==> src/logic/arm_decode_pkg.sv <==
`default_nettype none

package arm_decode_pkg;

        // Field widths of the 32-bit instruction word
        localparam int WORD_W      = 32;
        localparam int COND_W      = 4;
        localparam int REG_W       = 4;
        localparam int ALU_OP_W    = 4;
        localparam int SHIFT_W     = 3;
        localparam int BR_OFFSET_W = 24;

        typedef logic [WORD_W-1:0] word_t;
        typedef logic [REG_W-1:0]  reg_idx_t;

        typedef enum logic [COND_W-1:0] {
                EQ = 4'h0,
                NE = 4'h1,
                CS = 4'h2,
                CC = 4'h3,
                MI = 4'h4,
                PL = 4'h5,
                VS = 4'h6,
                VC = 4'h7,
                HI = 4'h8,
                LS = 4'h9,
                GE = 4'ha,
                LT = 4'hb,
                GT = 4'hc,
                LE = 4'hd,
                AL = 4'he,
                NV = 4'hf
        } arm_cond_t;

        // Values 12 to 15 are never produced
        typedef enum logic [3:0] {
                DATAPROC      = 4'd0,
                MULTIPLY      = 4'd1,
                MULTIPLY_LONG = 4'd2,
                SWAP          = 4'd3,
                SINGLE_XFER   = 4'd4,
                HALFWORD_XFER = 4'd5,
                BLOCK_XFER    = 4'd6,
                BRANCH        = 4'd7,
                BRANCH_EX     = 4'd8,
                SWI           = 4'd9,
                PSR_XFER      = 4'd10,
                UNDEF         = 4'd11
        } arm_class_t;

        // Data processing layout, bits 27..26 are the class bits
        typedef struct packed {
                arm_cond_t             cond;
                logic [1:0]            class_bits;
                logic                  imm;
                logic [ALU_OP_W-1:0]   alu_op;
                logic                  set_flags;
                reg_idx_t              rn;
                reg_idx_t              rd;
                reg_idx_t              rs;
                logic [SHIFT_W-1:0]    shift;
                logic                  flag;
                reg_idx_t              rm;
        } dp_view_t;

        // Branch layout, bits 27..25 are 101
        typedef struct packed {
                arm_cond_t               cond;
                logic [2:0]              class_bits;
                logic                    link;
                logic [BR_OFFSET_W-1:0]  offset;
        } branch_view_t;

        typedef union packed {
                dp_view_t     dp;
                branch_view_t br;
        } arm_instr_u;

endpackage

`default_nettype wire

==> src/logic/fetch_unit.sv <==
`default_nettype none

module fetch_unit
        import arm_decode_pkg::*;
#(
        parameter int    QUEUE_DEPTH = 4,
        parameter word_t RESET_PC    = '0
) (
        input  logic                               clk,
        input  logic                               reset,
        input  logic                               fetch_valid,
        input  word_t                              fetch_data,
        input  logic [$clog2(QUEUE_DEPTH + 1)-1:0] free,
        output logic                               fetch_req,
        output word_t                              fetch_addr,
        output logic                               push,
        output word_t                              push_pc,
        output word_t                              push_instr
);

        localparam int CNT_W = $clog2(QUEUE_DEPTH + 1);

        word_t            pc;
        word_t            flight_pc;
        logic             in_flight;
        logic [CNT_W-1:0] pending;
        logic             issue;

        // Words not yet counted in free: the request on the bus and
        // the answer arriving this cycle
        assign pending = CNT_W'(fetch_req) + CNT_W'(in_flight);
        assign issue   = free > pending;

        always_ff @(posedge clk or posedge reset) begin
                if (reset) begin
                        pc        <= RESET_PC;
                        fetch_req <= 1'b0;
                        in_flight <= 1'b0;
                end else begin
                        fetch_req <= issue;
                        in_flight <= fetch_req;
                        if (fetch_req) begin
                                pc <= pc + 32'd4;
                        end
                end
        end

        // Address of the request now being answered
        always_ff @(posedge clk) begin
                if (fetch_req) begin
                        flight_pc <= pc;
                end
        end

        assign fetch_addr = pc;

        // Returned word goes straight into the queue
        assign push       = fetch_valid;
        assign push_pc    = flight_pc;
        assign push_instr = fetch_data;

        // Memory answers only what was asked one cycle before
        a_valid_needs_request: assert property (
                @(posedge clk) disable iff (reset)
                fetch_valid |-> in_flight
        ) else $error("fetch_valid without a request in flight");

endmodule

`default_nettype wire

==> src/logic/instr_queue.sv <==
`default_nettype none

module instr_queue
        import arm_decode_pkg::*;
#(
        parameter int QUEUE_DEPTH = 4
) (
        input  logic                               clk,
        input  logic                               reset,
        input  logic                               push,
        input  word_t                              push_pc,
        input  word_t                              push_instr,
        input  logic                               pop,
        output logic                               empty,
        output logic [$clog2(QUEUE_DEPTH + 1)-1:0] free,
        output word_t                              head_pc,
        output word_t                              head_instr
);

        localparam int PTR_W = $clog2(QUEUE_DEPTH);
        localparam int CNT_W = $clog2(QUEUE_DEPTH + 1);

        word_t            pc_mem    [QUEUE_DEPTH];
        word_t            instr_mem [QUEUE_DEPTH];
        logic [PTR_W-1:0] wr_ptr;
        logic [PTR_W-1:0] rd_ptr;
        logic [CNT_W-1:0] count;

        // Storage, written on every push
        always_ff @(posedge clk) begin
                if (push) begin
                        pc_mem[wr_ptr]    <= push_pc;
                        instr_mem[wr_ptr] <= push_instr;
                end
        end

        // Pointers wrap on their own since the depth is a power of two
        always_ff @(posedge clk or posedge reset) begin
                if (reset) begin
                        wr_ptr <= '0;
                        rd_ptr <= '0;
                        count  <= '0;
                end else begin
                        if (push) begin
                                wr_ptr <= wr_ptr + 1'b1;
                        end
                        if (pop) begin
                                rd_ptr <= rd_ptr + 1'b1;
                        end
                        case ({push, pop})
                                2'b10:   count <= count + 1'b1;
                                2'b01:   count <= count - 1'b1;
                                default: count <= count;
                        endcase
                end
        end

        assign empty      = (count == '0);
        assign free       = CNT_W'(QUEUE_DEPTH) - count;

        // Show-ahead head entry
        assign head_pc    = pc_mem[rd_ptr];
        assign head_instr = instr_mem[rd_ptr];

        // Fetch must hold back before the queue fills
        a_no_overflow: assert property (
                @(posedge clk) disable iff (reset)
                push |-> (count != CNT_W'(QUEUE_DEPTH))
        ) else $error("push into a full queue");

        a_no_underflow: assert property (
                @(posedge clk) disable iff (reset)
                pop |-> !empty
        ) else $error("pop from an empty queue");

endmodule

`default_nettype wire

==> src/logic/arm_decoder.sv <==
`default_nettype none

module arm_decoder
        import arm_decode_pkg::*;
(
        input  logic                clk,
        input  logic                reset,
        input  logic                empty,
        input  logic                decode_stall,
        input  word_t               head_pc,
        input  word_t               head_instr,
        output logic                pop,
        output logic                dec_valid,
        output word_t               dec_pc,
        output arm_cond_t           dec_cond,
        output arm_class_t          dec_class,
        output reg_idx_t            dec_rn,
        output reg_idx_t            dec_rd,
        output reg_idx_t            dec_rs,
        output reg_idx_t            dec_rm,
        output logic                dec_imm,
        output logic [ALU_OP_W-1:0] dec_alu_op,
        output logic                dec_set_flags,
        output logic                dec_link,
        output word_t               dec_offset
);

        arm_instr_u          instr;
        arm_class_t          cls;
        logic [ALU_OP_W-1:0] alu_op;
        logic                imm;
        logic                set_flags;
        logic                link;
        word_t               offset;

        // Priority order matters, earlier patterns shadow later ones
        function automatic arm_class_t classify(word_t w);
                priority casez (w)
                        32'b????_0001_0010_1111_1111_1111_0001_????: return BRANCH_EX;
                        32'b????_100?_????_????_????_????_????_????: return BLOCK_XFER;
                        32'b????_101?_????_????_????_????_????_????: return BRANCH;
                        32'b????_1111_????_????_????_????_????_????: return SWI;
                        // Media space with bit 4 set
                        32'b????_011?_????_????_????_????_???1_????: return UNDEF;
                        32'b????_01??_????_????_????_????_????_????: return SINGLE_XFER;
                        32'b????_0001_0?00_????_????_0000_1001_????: return SWAP;
                        32'b????_0000_0???_????_????_????_1001_????: return MULTIPLY;
                        32'b????_0000_1???_????_????_????_1001_????: return MULTIPLY_LONG;
                        32'b????_000?_????_????_????_????_1??1_????: return HALFWORD_XFER;
                        32'b????_00?1_0??0_????_????_????_????_????: return PSR_XFER;
                        32'b????_00??_????_????_????_????_????_????: return DATAPROC;
                        // Coprocessor and anything left
                        default:                                     return UNDEF;
                endcase
        endfunction

        assign instr = head_instr;
        assign cls   = classify(head_instr);

        // Consume the head whenever something is there and no stall
        assign pop = !empty && !decode_stall;

        always_comb begin
                alu_op    = '0;
                imm       = 1'b0;
                set_flags = 1'b0;
                link      = 1'b0;
                offset    = '0;
                if (cls == DATAPROC) begin
                        alu_op    = instr.dp.alu_op;
                        imm       = instr.dp.imm;
                        set_flags = instr.dp.set_flags;
                end
                if (cls == BRANCH) begin
                        link   = instr.br.link;
                        // Word offset, sign extended and turned into bytes
                        offset = {{(WORD_W - BR_OFFSET_W - 2){instr.br.offset[BR_OFFSET_W-1]}},
                                  instr.br.offset, 2'b00};
                end
        end

        always_ff @(posedge clk or posedge reset) begin
                if (reset) begin
                        dec_valid <= 1'b0;
                end else begin
                        dec_valid <= pop;
                end
        end

        // Decoded fields, loaded with each pop
        always_ff @(posedge clk) begin
                if (pop) begin
                        dec_pc        <= head_pc;
                        dec_cond      <= instr.dp.cond;
                        dec_class     <= cls;
                        dec_rn        <= instr.dp.rn;
                        dec_rd        <= instr.dp.rd;
                        dec_rs        <= instr.dp.rs;
                        dec_rm        <= instr.dp.rm;
                        dec_imm       <= imm;
                        dec_alu_op    <= alu_op;
                        dec_set_flags <= set_flags;
                        dec_link      <= link;
                        dec_offset    <= offset;
                end
        end

        // A valid output always carries one of the twelve classes
        a_class_in_range: assert property (
                @(posedge clk) disable iff (reset)
                dec_valid |-> (!$isunknown(dec_class) && dec_class <= UNDEF)
        ) else $error("dec_class out of range");

endmodule

`default_nettype wire

==> src/logic/decode_frontend.sv <==
`default_nettype none

module decode_frontend
        import arm_decode_pkg::*;
#(
        parameter int    QUEUE_DEPTH = 4,
        parameter word_t RESET_PC    = '0
) (
        input  logic                clk,
        input  logic                reset,
        output logic                fetch_req,
        output word_t               fetch_addr,
        input  logic                fetch_valid,
        input  word_t               fetch_data,
        input  logic                decode_stall,
        output logic                dec_valid,
        output word_t               dec_pc,
        output arm_cond_t           dec_cond,
        output arm_class_t          dec_class,
        output reg_idx_t            dec_rn,
        output reg_idx_t            dec_rd,
        output reg_idx_t            dec_rs,
        output reg_idx_t            dec_rm,
        output logic                dec_imm,
        output logic [ALU_OP_W-1:0] dec_alu_op,
        output logic                dec_set_flags,
        output logic                dec_link,
        output word_t               dec_offset
);

        // Fetch to queue
        logic                               push;
        word_t                              push_pc;
        word_t                              push_instr;
        logic [$clog2(QUEUE_DEPTH + 1)-1:0] free;

        // Queue to decoder
        logic  empty;
        logic  pop;
        word_t head_pc;
        word_t head_instr;

        fetch_unit #(
                .QUEUE_DEPTH (QUEUE_DEPTH),
                .RESET_PC    (RESET_PC)
        ) u_fetch (
                .clk         (clk),
                .reset       (reset),
                .fetch_valid (fetch_valid),
                .fetch_data  (fetch_data),
                .free        (free),
                .fetch_req   (fetch_req),
                .fetch_addr  (fetch_addr),
                .push        (push),
                .push_pc     (push_pc),
                .push_instr  (push_instr)
        );

        instr_queue #(
                .QUEUE_DEPTH (QUEUE_DEPTH)
        ) u_queue (
                .clk         (clk),
                .reset       (reset),
                .push        (push),
                .push_pc     (push_pc),
                .push_instr  (push_instr),
                .pop         (pop),
                .empty       (empty),
                .free        (free),
                .head_pc     (head_pc),
                .head_instr  (head_instr)
        );

        arm_decoder u_decoder (
                .clk           (clk),
                .reset         (reset),
                .empty         (empty),
                .decode_stall  (decode_stall),
                .head_pc       (head_pc),
                .head_instr    (head_instr),
                .pop           (pop),
                .dec_valid     (dec_valid),
                .dec_pc        (dec_pc),
                .dec_cond      (dec_cond),
                .dec_class     (dec_class),
                .dec_rn        (dec_rn),
                .dec_rd        (dec_rd),
                .dec_rs        (dec_rs),
                .dec_rm        (dec_rm),
                .dec_imm       (dec_imm),
                .dec_alu_op    (dec_alu_op),
                .dec_set_flags (dec_set_flags),
                .dec_link      (dec_link),
                .dec_offset    (dec_offset)
        );

endmodule

`default_nettype wire

==> config.mk <==
export PLATFORM = sky130hd
export DESIGN_NAME = decode_frontend
export DESIGN_NICKNAME = d
export VERILOG_FILES = /design/src/logic/arm_decode_pkg.sv /design/src/logic/fetch_unit.sv /design/src/logic/instr_queue.sv /design/src/logic/arm_decoder.sv /design/src/logic/decode_frontend.sv
export SDC_FILE = /design/constraint.sdc
export NUM_CORES = 1
export LEC_CHECK = 0
export BUFFER_PORTS_ARGS = -buffer_cell sky130_fd_sc_hd__clkbuf_2
export CORE_ASPECT_RATIO = 0.5
export CORE_MARGIN = 1.5
export CORE_UTILIZATION = 50
export DETAILED_ROUTE_END_ITERATION = 6
export PLACE_DENSITY = 0.72
export SYNTH_ARGS = -nofsm -noshare
export SYNTH_HDL_FRONTEND = slang
export SYNTH_SLANG_ARGS = --single-unit
==> constraint.sdc <==
create_clock -name clk -period 6.25 [get_ports clk]
set_input_delay 0 -clock clk [delete_from_list [all_inputs] [get_ports clk]]
set_output_delay 0 -clock clk [all_outputs]
set_load 0.01 [all_outputs]
; After elaboration in Yosys (flattened, before gate mapping)
; Memory sizes are Yosys's and may differ from the RTL's. A register that Yosys moved wholly into a read port is not among the register bits.
; Cells that the tools add are included.
[op_classes]
add_sub_neg = 7
n_lt_le_gt_ge = 1
eq_ne = 14
muxes = 8
reduce_logical = 7
[op_table]
columns = cell, count
row1 = $add 32x3->32 const B, 1
row2 = $eq 24x21->1 const B, 1
row3 = $pmux 4 s5, 1
row4 = $pmux 4 s4, 1
row5 = $eq 15x12->1 const B, 1
row6 = $mux 4, 3
row7 = $eq 9x4->1 const B, 1
row8 = $eq 9x5->1 const B, 1
row9 = $eq 4x3->1 const B, 2
row10 = $eq 3x3->1 const B, 2
row11 = $pmux 3 s2, 1
row12 = $eq 5x2->1 const B, 1
row13 = $eq 5x3->1 const B, 1
row14 = $add 2x1->2 const B, 2
row15 = $eq 2x1->1 const B, 2
row16 = $eq 4x4->1 const B, 1
row17 = $logic_not 4->1, 1
row18 = $add 3x1->3 const B, 1
row19 = $gt 3x3->1, 1
row20 = $logic_not 3->1, 1
row21 = $sub 3x1->3 const B, 1
row22 = $sub 3x3->3 const A, 1
row23 = $add 1x1->2, 1
row24 = $eq 2x2->1 const B, 1
row25 = 5 further kinds, 7
[word_totals]
regBits = 131
ram_bits = 256
in_bits = 36
output_inout_bits = 129
n_memories = 2
[mem_list]
columns = memory, depth, width, rd, rd_ports_with_merged_regs, wr, line_no
row1 = u_queue.instr_mem, 4, 32, 1, 0, 1, instr_queue.sv:24  ; word_t instr_mem [QUEUE_DEPTH];
row2 = u_queue.pc_mem, 4, 32, 1, 1, 1, instr_queue.sv:23  ; word_t pc_mem [QUEUE_DEPTH];

; Depth between registers and ports, before layout
; Gate-level depths: netlist (run 1).
; An unclocked memory read counts as a cell.
[logic_depth]
word_depth = 8
mapped_depth = 10

; By module
; A second synthesis (run 1) with hierarchy kept.
[unflattened]
cells_unflattened = 736
area_unflattened_um2 = 15492.4
[modules_own_cells]
columns = module, n_inst, cells_per_inst, area_each_um2
row1 = instr_queue, 1, 373, 9659.3
row2 = arm_decoder, 1, 173, 3194.3
row3 = fetch_unit, 1, 190, 2638.8

; Worst setup path after synthesis (run 1)
; No wires, ideal clock.
[synth_timing]
path_kind = register to register
start = register u_queue.count[0]
end = register u_queue.count[2]
arrival_time_ps = 5923
setup_slack_ps = 247
path_stages_with_launch = 11
n_path_buf = 0
synth_period_minus_slack_ps = 6003
cell_sequence = dfrtp_1 -> inv_1 -> ha_1 -> ha_1 -> nor2_1 -> ha_1 -> inv_1 -> fa_1 -> xor2_1 -> nor2_1 -> xnor2_1
[synth_via]
elab_chain_cells = 5
[synth_rtl]
columns = element, line_no
row1 = "start, declared", instr_queue.sv:27  ; logic [CNT_W-1:0] count;
row2 = "start signal, assigned", instr_queue.sv:51  ; 2'b10: count <= count + 1'b1;
row3 = "start signal, assigned", instr_queue.sv:52  ; 2'b01: count <= count - 1'b1;
row4 = "start signal, assigned", instr_queue.sv:53  ; default: count <= count;
row5 = $logic_not 3->1 *, instr_queue.sv:58  ; assign empty = (count == '0);
row6 = $logic_not 1->1 *, arm_decoder.sv:61  ; assign pop = !empty && !decode_stall;
row7 = $logic_and 1x1->1 *, arm_decoder.sv:61
row8 = named net pop, decode_frontend.sv:39  ; logic pop;
row9 = $eq 2x1->1 or $eq 2x2->1 (tied branches), instr_queue.sv:50  ; case ({push, pop})
row10 = $pmux 3 s2 or $reduce_bool 2->1 (tied branches), --
; Mark *: on every way through the listed nets, which the timed path passes. The rest lies on a longest branch.
; A chain may end at the register's enable or synchronous reset.

; Worst setup path in the final report (run 1)
[layout_timing]
start = register u_queue.rd_ptr[0]
end = register u_decoder.dec_class[2] (data pin)
[layout_lines]
columns = element, line_no
row1 = "start, declared", instr_queue.sv:26  ; logic [PTR_W-1:0] rd_ptr;
row2 = "start signal, assigned", instr_queue.sv:48  ; rd_ptr <= rd_ptr + 1'b1;
row3 = $mem_v2 4x32 *, --
row4 = named net head_instr[10], decode_frontend.sv:41  ; word_t head_instr;
row5 = $eq 15x12->1, arm_decoder.sv:38  ; priority casez (w)
row6 = $pmux 4 s4, arm_decoder.sv:38
row7 = $pmux 4 s5 *, arm_decoder.sv:38
row8 = named net u_decoder.cls[2], arm_decoder.sv:29  ; arm_class_t cls;
row9 = "end signal, assigned", arm_decoder.sv:95  ; dec_class <= cls;
row10 = "end, declared", arm_decoder.sv:16  ; output arm_class_t dec_class,
; Marks and branches as above.

==> metrics.cfg, run 1 <==
[run_status]
status = complete, no violations

[cts]
cts_sinks = 403
cts_made_buffers = 35
cts_tree = done
cts_hold_buffers = 35
clock_latency_ps = 520
cts_htree_levels = 2
post-cts-setup-buffers = 0
cts_root_buf = clkbuf_16
clock_path_buffers = 3
clk_pin_slew_ps = 60
ctsResizeCount = 0

[placed_design]
port_buffers = 158
routabilityCongestion = 0.780
dpl.hpwl_um = 16100
pre_cts_ws_ps = 3180

[worst_setup_path]
regToRegSetupSlack_ps = 3180
reg2reg_to = u_decoder.dec_class[2]
path_class = register to register
cp-endpoint = u_decoder.dec_class[2]
worstPathArrival_ps = 3340
r2r_start = u_queue.rd_ptr[0]
worstPathRequired_ps = 6530
critPathMaxFanout = 37
critPathLaunch = u_queue.rd_ptr[0]
r2r.worst_path.cells = 6
critPathCaptureType = register
start_kind = register

[power_and_ir_drop]
p_leak_nw = 6.38
peakVddDrop_v = 0.000236
power.total_mw = 8.32
power.density_nw_per_um2 = 477

[logic_synthesis]
netlist.area_leader.share_pct = 73.5
synth.avg_cell_area_um2 = 21.6
synth-edff-count = 363
synth-main-ff-cell = edfxtp_1
ys_warn_count = 0
ys_types = 53
synth_cells = 687
ys_seq_area_share_pct = 80.2
ys_seq_elements = 403
async_reset_ff_share_pct = 9.93
synth_area_leaders = edfxtp_1, mux4_2, dfrtp_1
synth_area_um2 = 14800
synth_most_common_cell = edfxtp_1
synth_commonest_cells = edfxtp_1, mux4_2, dfrtp_1, and2_1, xnor2_1
synth_area_leader_cell = edfxtp_1

[timing]
fin_hold_ws_ps = 198
worst_slew_pin_slew_ps = 1030
fin_ws_ps = 3180
setup_violations = 0
finalCritPeriodShare_pct = 49.1
fmax_ghz = 0.326
tns_ps = 0
slew_headroom_pct = 31.2
rsz0062_at_grt = no
fin_skew_ps = 15.7
period_minus_slack_ps = 3070
slew_viol_final = 0
final_hold_viol_count = 0

[global_routing]
grt_pass1_vias = 7304
track_usage_pct = 18.1
grt_first_pass_wirelength_um = 41800
grt_max_degree = 63
gr-total-overflow = 0
antenna_found_initial = 0

[die]
dieArea_um2 = 30800
die-height_um = 125
initial_core_util_pct = 51.0
ios = 165
rows = 44
die_w_um = 247
coreArea_um2 = 29100

[hold_path]
hp-class = input port to async pin

[routing]
drt_iter0_drc = 559
remaining_drc_errors = 0
final_antenna_net_count = 0
drt-pass1-iter-count = 7
routed_wl_um = 27100
avgRoutedWirePerCell_um = 20.6
num_vias = 6886
vias_per_cell = 5.23

[layout]
layout.nets = 948
diodes = 0
drive_above_1_share_pct = 31.2
area_growth_pct = 17.6
fillers = 2063

[run]
max-cap-violations = 0

## state kept, by name, summed over array words and instances, names as in the netlist, 2 cells and up
| register | flops |
|---|---|
| u_queue.rd_ptr | 2 |
| u_decoder.dec_class | 4 |
| u_fetch.push_pc | 30 |
| u_decoder.dec_offset | 24 |
| u_queue.wr_ptr | 2 |
| u_queue.instr_mem | 128 |
| u_decoder.dec_rn | 4 |
| u_decoder.dec_rd | 4 |
| u_queue.count | 3 |
| u_decoder.dec_pc | 30 |
| u_fetch.fetch_addr | 30 |
| u_decoder.dec_alu_op | 4 |
| u_decoder.dec_rm | 4 |
| u_decoder.dec_rs | 4 |
| u_decoder.dec_cond | 4 |
| u_queue.pc_mem | 120 |
## final cells by class
type	instances	area (µm²)	share of cell area, %
Inverter	14	52.6	0.301
Clock inverter	13	115	0.660
Clock buffer	49	991	5.68
Timing Repair Buffer	199	1190	6.80
Sequential cell	403	11900	68.2
Tap cell	391	489	2.80
Multi-Input combinational cell	247	2710	15.5
## cell families (layout without fill, tap and decap cells)
group                    Yosys count  in the layout  share of synthesized area (%)
buffers and inverters             42            275                           1.76
other                              1              6                         0.0253
multiplexers                      64             64                           9.61
flip-flops                       403            403                           80.2
XOR/XNOR                          35             35                           2.07
AO/OA/AOI/OAI                     16             16                          0.810
adder cells (fa/ha/maj)           12             12                           1.06
AND/OR/NAND/NOR                  114            114                           4.44
## cell usage in the layout (no fill, tap or decap), types with 11 or more instances in the layout
cell,Yosys,final
dlygate4sd3_1,0,35
mux4_2,60,60
clkbuf_2,0,158
edfxtp_1,363,363
ha_1,11,11
nor2_1,13,12
xnor2_1,24,24
xor2_1,11,11
nand4_1,11,11
and2_1,35,31
dfrtp_1,40,38
clkbuf_16,0,37
nand2_1,20,20
inv_1,14,13
## worst min-delay path by stage
stage / to / slack, ps / depth (start not counted)
global placement: u_queue.instr_mem[2][4] / 210 / 1
CTS: u_queue.instr_mem[3][1] / 220 / 2
detailed placement: u_queue.instr_mem[0][10] / 220 / 1
finish: u_fetch.fetch_addr[11] / 200 / 3
floorplan: u_queue.wr_ptr[0] / 90 / 1
global route: u_queue.instr_mem[0][29] / 240 / 2
## where the power goes
group	internal, mW	switching, mW	total (mW)
clock network	1.19	0.903	2.10
registers	3.91	0.377	4.29
logic	0.849	1.09	1.94
## layer usage
layer	GRT usage, %	routed length (µm)
met2	31.4	14100
met4	4.48	436
met5	0	0
met3	3.47	1140
met1	23.6	11400
## through the flow
stage / cell area [µm²] / util, % / instances
6_report: 17500 / 60.0 / 1316
5_1_grt: 17500 / 60.0 / 1316
4_1_cts: 17500 / 60.0 / 1316
3_5_place_dp: 16000 / 55.0 / 1219
3_3_place_gp: 16000 / 55.0 / 1219
2_1_floorplan: 14900 / - / 692
## worst max-delay path, stage by stage, from the launching register on
cell and delay [ps]:
dfrtp_4 930, mux4_2 640, or4_1 580, o21ai_0 280
a211oi_1 130, o21ai_1 140, a21boi_1 70
No activity file was read; power rests on OpenSTA's default activity.
==> run 2, diff against run 1 <==
PLACE_DENSITY = 0.7   (was 0.72)
clock period = 3.2 ns   (was 6.25 ns; I/O delays follow)
==> run 2 against run 1 <==
Clock power grew 110%. Count of clock-buffer cells in the layout shrank 3. Largest cell class unchanged. First-iteration DRC count grew 28%. Sequential share of layout area shrank 0.58 points. Critical path depth is the same. Clock skew is essentially flat. Cell count grew 0.46%. Die area is the same.
==> metrics.cfg, run 2 (same netlist as run 1, synthesis figures left out) <==
[die]
die_w_um = 247
rows = 44
dieArea_um2 = 30800
coreArea_um2 = 29100
initial_core_util_pct = 51.0
die-height_um = 125
ios = 165

[routing]
routed_wl_um = 27200
avgRoutedWirePerCell_um = 20.6
remaining_drc_errors = 0
vias_per_cell = 5.27
final_antenna_net_count = 0
drt-pass1-iter-count = 5
drt_iter0_drc = 715
num_vias = 6967

[power_and_ir_drop]
clkPwrFrac_pct = 26.1
peakVddDrop_v = 0.000458
power.density_nw_per_um2 = 940
power_frac_seq_pct = 50.3
p_int_mw = 11.8
swShare_pct = 28.5
p_comb_share_pct = 23.6
power.total_mw = 16.5
p_leak_nw = 6.45
p_sw_mw = 4.72

[timing]
slew_viol_final = 0
period_minus_slack_ps = 2830
setup_violations = 0
tns_ps = 0
final_hold_viol_count = 0
rsz0062_at_grt = no
finalCritPeriodShare_pct = 88.3
slew_headroom_pct = 32.0
fmax_ghz = 0.354
fin_skew_ps = 15.6
worst_slew_pin_slew_ps = 1020

[worst_setup_path]
worstPathArrival_ps = 3100
worstPathRequired_ps = 3480
crit_family = flip-flops
worstPathCellList = mux4_2 -> or4b_1 -> o21ai_1 -> a221oi_2 -> a21boi_4 -> and2_1
critPathMaxFanout = 24
max_stage_delay_ps = 750
start_kind = register
critPathSlowestCell = dfrtp_4
critPathCaptureType = register
path_class = register to register
worst-path-buf-inv = 0

[run]
max-cap-violations = 0

[layout]
mostFrequentLayoutCell = edfxtp_1
multi_input_area_um2 = 2740
largest_register_ffs = 128
regArea_um2 = 11900
finalInstanceArea_um2 = 17600
drive_above_1_share_pct = 32.9
final_cell_mix = edfxtp_1, clkbuf_2, mux4_2, dfrtp_1, clkbuf_16
largest-register = u_queue.instr_mem
reg_top3 = u_queue.instr_mem: 128 flops, u_queue.pc_mem: 120 flops
fillers = 2113
diodes = 0
layout.nets = 952
layout.cells.non_filler = 1322
area_growth_pct = 18.6

[global_routing]
grt_pass1_vias = 7272
grt_max_degree = 89
track_usage_pct = 18.2
gr-total-overflow = 0
antenna_found_initial = 0
grt_first_pass_wirelength_um = 42000

[placed_design]
placement.cell_area_um2 = 16100
port_buffers = 158
dpl.hpwl_um = 16200
dpl.cell_count = 1223
routabilityCongestion = 0.802

[run_status]
status = complete, no violations

[cts]
cts_made_buffers = 36
clock_path_buffers = 3
clk_pin_slew_ps = 70
cts_sinks = 403
cts_root_buf = clkbuf_16
cts_tree = done
cts_htree_levels = 2
clock_latency_ps = 530
post-cts-setup-buffers = 0

[hold_path]
hp-class = input port to register

-- run 2: path summary, 6_finish.rpt --
path	start	end	slack [ps]	cells after the start
max	u_queue.rd_ptr[0]	u_decoder.dec_set_flags	370	6
min	decode_stall	u_decoder.dec_pc[21]	30	3
max reg2reg	u_queue.rd_ptr[0]	u_decoder.dec_set_flags	370	6
min reg2reg	u_fetch.fetch_addr[31]	u_fetch.fetch_addr[31]	500	1
max in group asynchronous	reset	u_queue.rd_ptr[0]	2210	3
min in group asynchronous	reset	u_fetch.fetch_addr[11]	250	3
-- run 2: final cells by class --
class	count	area share [%]
clock buffer	46	5.68
clock inverter	19	1.03
inverter	14	0.299
multi-input combinational	247	15.6
sequential	403	67.7
tap	391	2.78
timing repair buffer	202	7.00
-- run 2: what timing repair did --
item                                    4_1_cts  5_1_grt
gates resized for setup                       0        0
hold buffers                                 34        0
endpoints found under the hold margin       170        0
endpoints found under the setup margin        0        0
-- run 2: stage by stage --
stage	hold WS, ps	setup slack, ps	utilization, %
CTS	14.0	351	60.5
detailed placement	222	361	55.3
finish	32.4	374	60.5
global route	51.5	208	60.5
global placement	215	414	55.3
floorplan	91.0	-91.2	-
-- run 2: layer usage --
layer	up-vias	part of all wire (%)	GRT usage, %
li1	3136	-	-
met1	3613	42	23.7
met2	176	52	31.5
met3	42	4.4	3.30
met4	0	1.8	5.06
met5	-	0	0
-- run 2: worst register-to-register path: cells and delay by family (launching register included) --
kind / cells / cell delay [ps]
mux: 1 / 630
simple gates: 2 / 750
flops: 1 / 750
compound gates: 3 / 460
-- run 2: power by group through the flow --
| stage | registers (mW) | clock network, mW | logic [mW] |
|---|---|---|---|
| after detailed placement | 8.45 | 0 | 3.94 |
| final | 8.32 | 4.32 | 3.90 |
| after global routing | 8.48 | 4.62 | 4.23 |
| after global placement | 8.36 | 0 | 3.86 |
| after CTS | 8.35 | 4.41 | 3.98 |
| after floorplan | 8.43 | 0 | 2.51 |
==> run 3, diff against run 2 <==
CAP_MARGIN = 10   (was not set)
CORE_ASPECT_RATIO = not set   (was 0.5)
clock period = 3.4 ns   (was 3.2 ns; I/O delays follow)
==> run 3 against run 2 <==
Critical path depth unchanged. First-iteration DRC count fell by 32%. Non-clock buffer count down 3. Sequential share of layout area is 0.11 points lower. Maximum frequency is 2.6% higher. Global-route usage fell by 0.97 points. Die area shrank 0.21%. Sequential power shrank 5.6%. Largest power group unchanged. Highest routed layer unchanged.
==> metrics.cfg, run 3 (same netlist as run 1, synthesis figures left out) <==
[worst_setup_path]
start_kind = register
critPathMaxFanout = 22
worstPathArrival_ps = 3020
worstPathRequired_ps = 3670
critPathCaptureType = register
path_class = register to register

[die]
die-height_um = 175
ios = 165
initial_core_util_pct = 51.3
dieArea_um2 = 30700
rows = 62
coreArea_um2 = 28900
die_w_um = 175

[layout]
diodes = 0
finalInstanceArea_um2 = 17600
drive_above_1_share_pct = 31.5
largest-register = u_queue.instr_mem
area_growth_pct = 18.8
largest_register_ffs = 128
layout.nets = 953
final_cell_mix = edfxtp_1, clkbuf_2, mux4_2, clkbuf_16, dfrtp_1
fin_util_pct = 60.9
reg_top3 = u_queue.instr_mem: 128 flops, u_queue.pc_mem: 120 flops
mostFrequentLayoutCell = edfxtp_1

[timing]
slew_headroom_pct = 31.0
slew_viol_final = 0
finalCritPeriodShare_pct = 81.0
final_hold_viol_count = 0
fin_ws_ps = 647
worst_slew_pin_slew_ps = 1030
rsz0062_at_grt = no
fmax_ghz = 0.363
setup_violations = 0
tns_ps = 0
fin_skew_ps = 12.6
period_minus_slack_ps = 2750

[power_and_ir_drop]
p_int_mw = 11.4
peakVddDrop_v = 0.000523
power_frac_seq_pct = 49.9
p_sw_mw = 4.34
power.density_nw_per_um2 = 892
p_leak_nw = 6.48
p_comb_share_pct = 22.6
swShare_pct = 27.6
clkPwrFrac_pct = 27.5

[global_routing]
grt_first_pass_wirelength_um = 40100
grt_max_degree = 89
gr-total-overflow = 0
antenna_found_initial = 0
grt_pass1_vias = 7248
track_usage_pct = 17.2

[cts]
cts_made_buffers = 40
clock_path_buffers = 3
cts_tree = done
clock_latency_ps = 510
clk_pin_slew_ps = 60
cts_htree_levels = 2
ctsResizeCount = 0
cts_sinks = 403
cts_root_buf = clkbuf_16

[run_status]
status = complete, no violations

[routing]
avgRoutedWirePerCell_um = 19.8
drt-pass1-iter-count = 4
remaining_drc_errors = 0
final_antenna_net_count = 0
routed_wl_um = 26000
drt_iter0_drc = 488
vias_per_cell = 5.32
num_vias = 6992

[placed_design]
pre_cts_ws_ps = 559
routabilityCongestion = 0.831
placement.cell_area_um2 = 16000
dpl.hpwl_um = 15400
port_buffers = 158

[run]
max-cap-violations = 0

[hold_path]
hp-class = input port to register

[run 3: cell type report]
type                    instances  area [µm²]
flip-flops and latches        403       11900
repair buffers                199        1200
multi-input cells             247        2710
inverters                      14        52.6
clock buffers                  54        1090
well taps                     384         480
clock inverters                14         188
fillers                      2064       11300
[run 3: final timing paths]
check	from	end	slack [ps]	depth (start not counted)
min reg2reg	u_queue.count[0]	u_queue.count[0]	480	1
max reg2reg	u_queue.rd_ptr[0]	u_decoder.dec_alu_op[0]	650	6
min in group asynchronous	reset	u_queue.count[2]	210	3
min	decode_stall	u_queue.count[0]	60	4
max in group asynchronous	reset	u_queue.rd_ptr[1]	2460	3
max	u_queue.rd_ptr[0]	u_decoder.dec_alu_op[0]	650	6
[run 3: timing repair]
action                    4_1_cts  5_1_grt
hold buffers                   34        0
buffers inserted                0        0
hold endpoints to repair      170        0
[run 3: critical path, stage by stage (launching register included)]
cell and delay (ps):
dfrtp_4 690, mux4_2 620, or4b_1 570, o21ai_1 190, a221oi_2 90, a21boi_4 160
and2_1 170
[run 3: routing by layer]
| metal | share of wire [%] | track usage (%) |
|---|---|---|
| met5 | 0 | 0 |
| met1 | 43 | 23.1 |
| met4 | 2.1 | 4.42 |
| met3 | 5.4 | 3.48 |
| met2 | 50 | 29.2 |
[run 3: power groups by stage]
stage / Sequential, mW / Clock [mW] / Combinational (mW)
global route: 8.00 / 4.59 / 3.90
CTS: 7.89 / 4.40 / 3.65
floorplan: 7.93 / 0 / 2.34
finish: 7.85 / 4.32 / 3.55
global placement: 7.92 / 0 / 3.54
detailed placement: 7.98 / 0 / 3.61
[run 3: per-stage QoR]
step | cells | hold slack [ps] | total power, mW
finish | 1315 | 57.6 | 15.7
global route | 1315 | 57.6 | 16.5
CTS | 1315 | 34.6 | 15.9
detailed placement | 1213 | 219 | 11.6
global placement | 1213 | 218 | 11.5
floorplan | 692 | 91.0 | 10.3
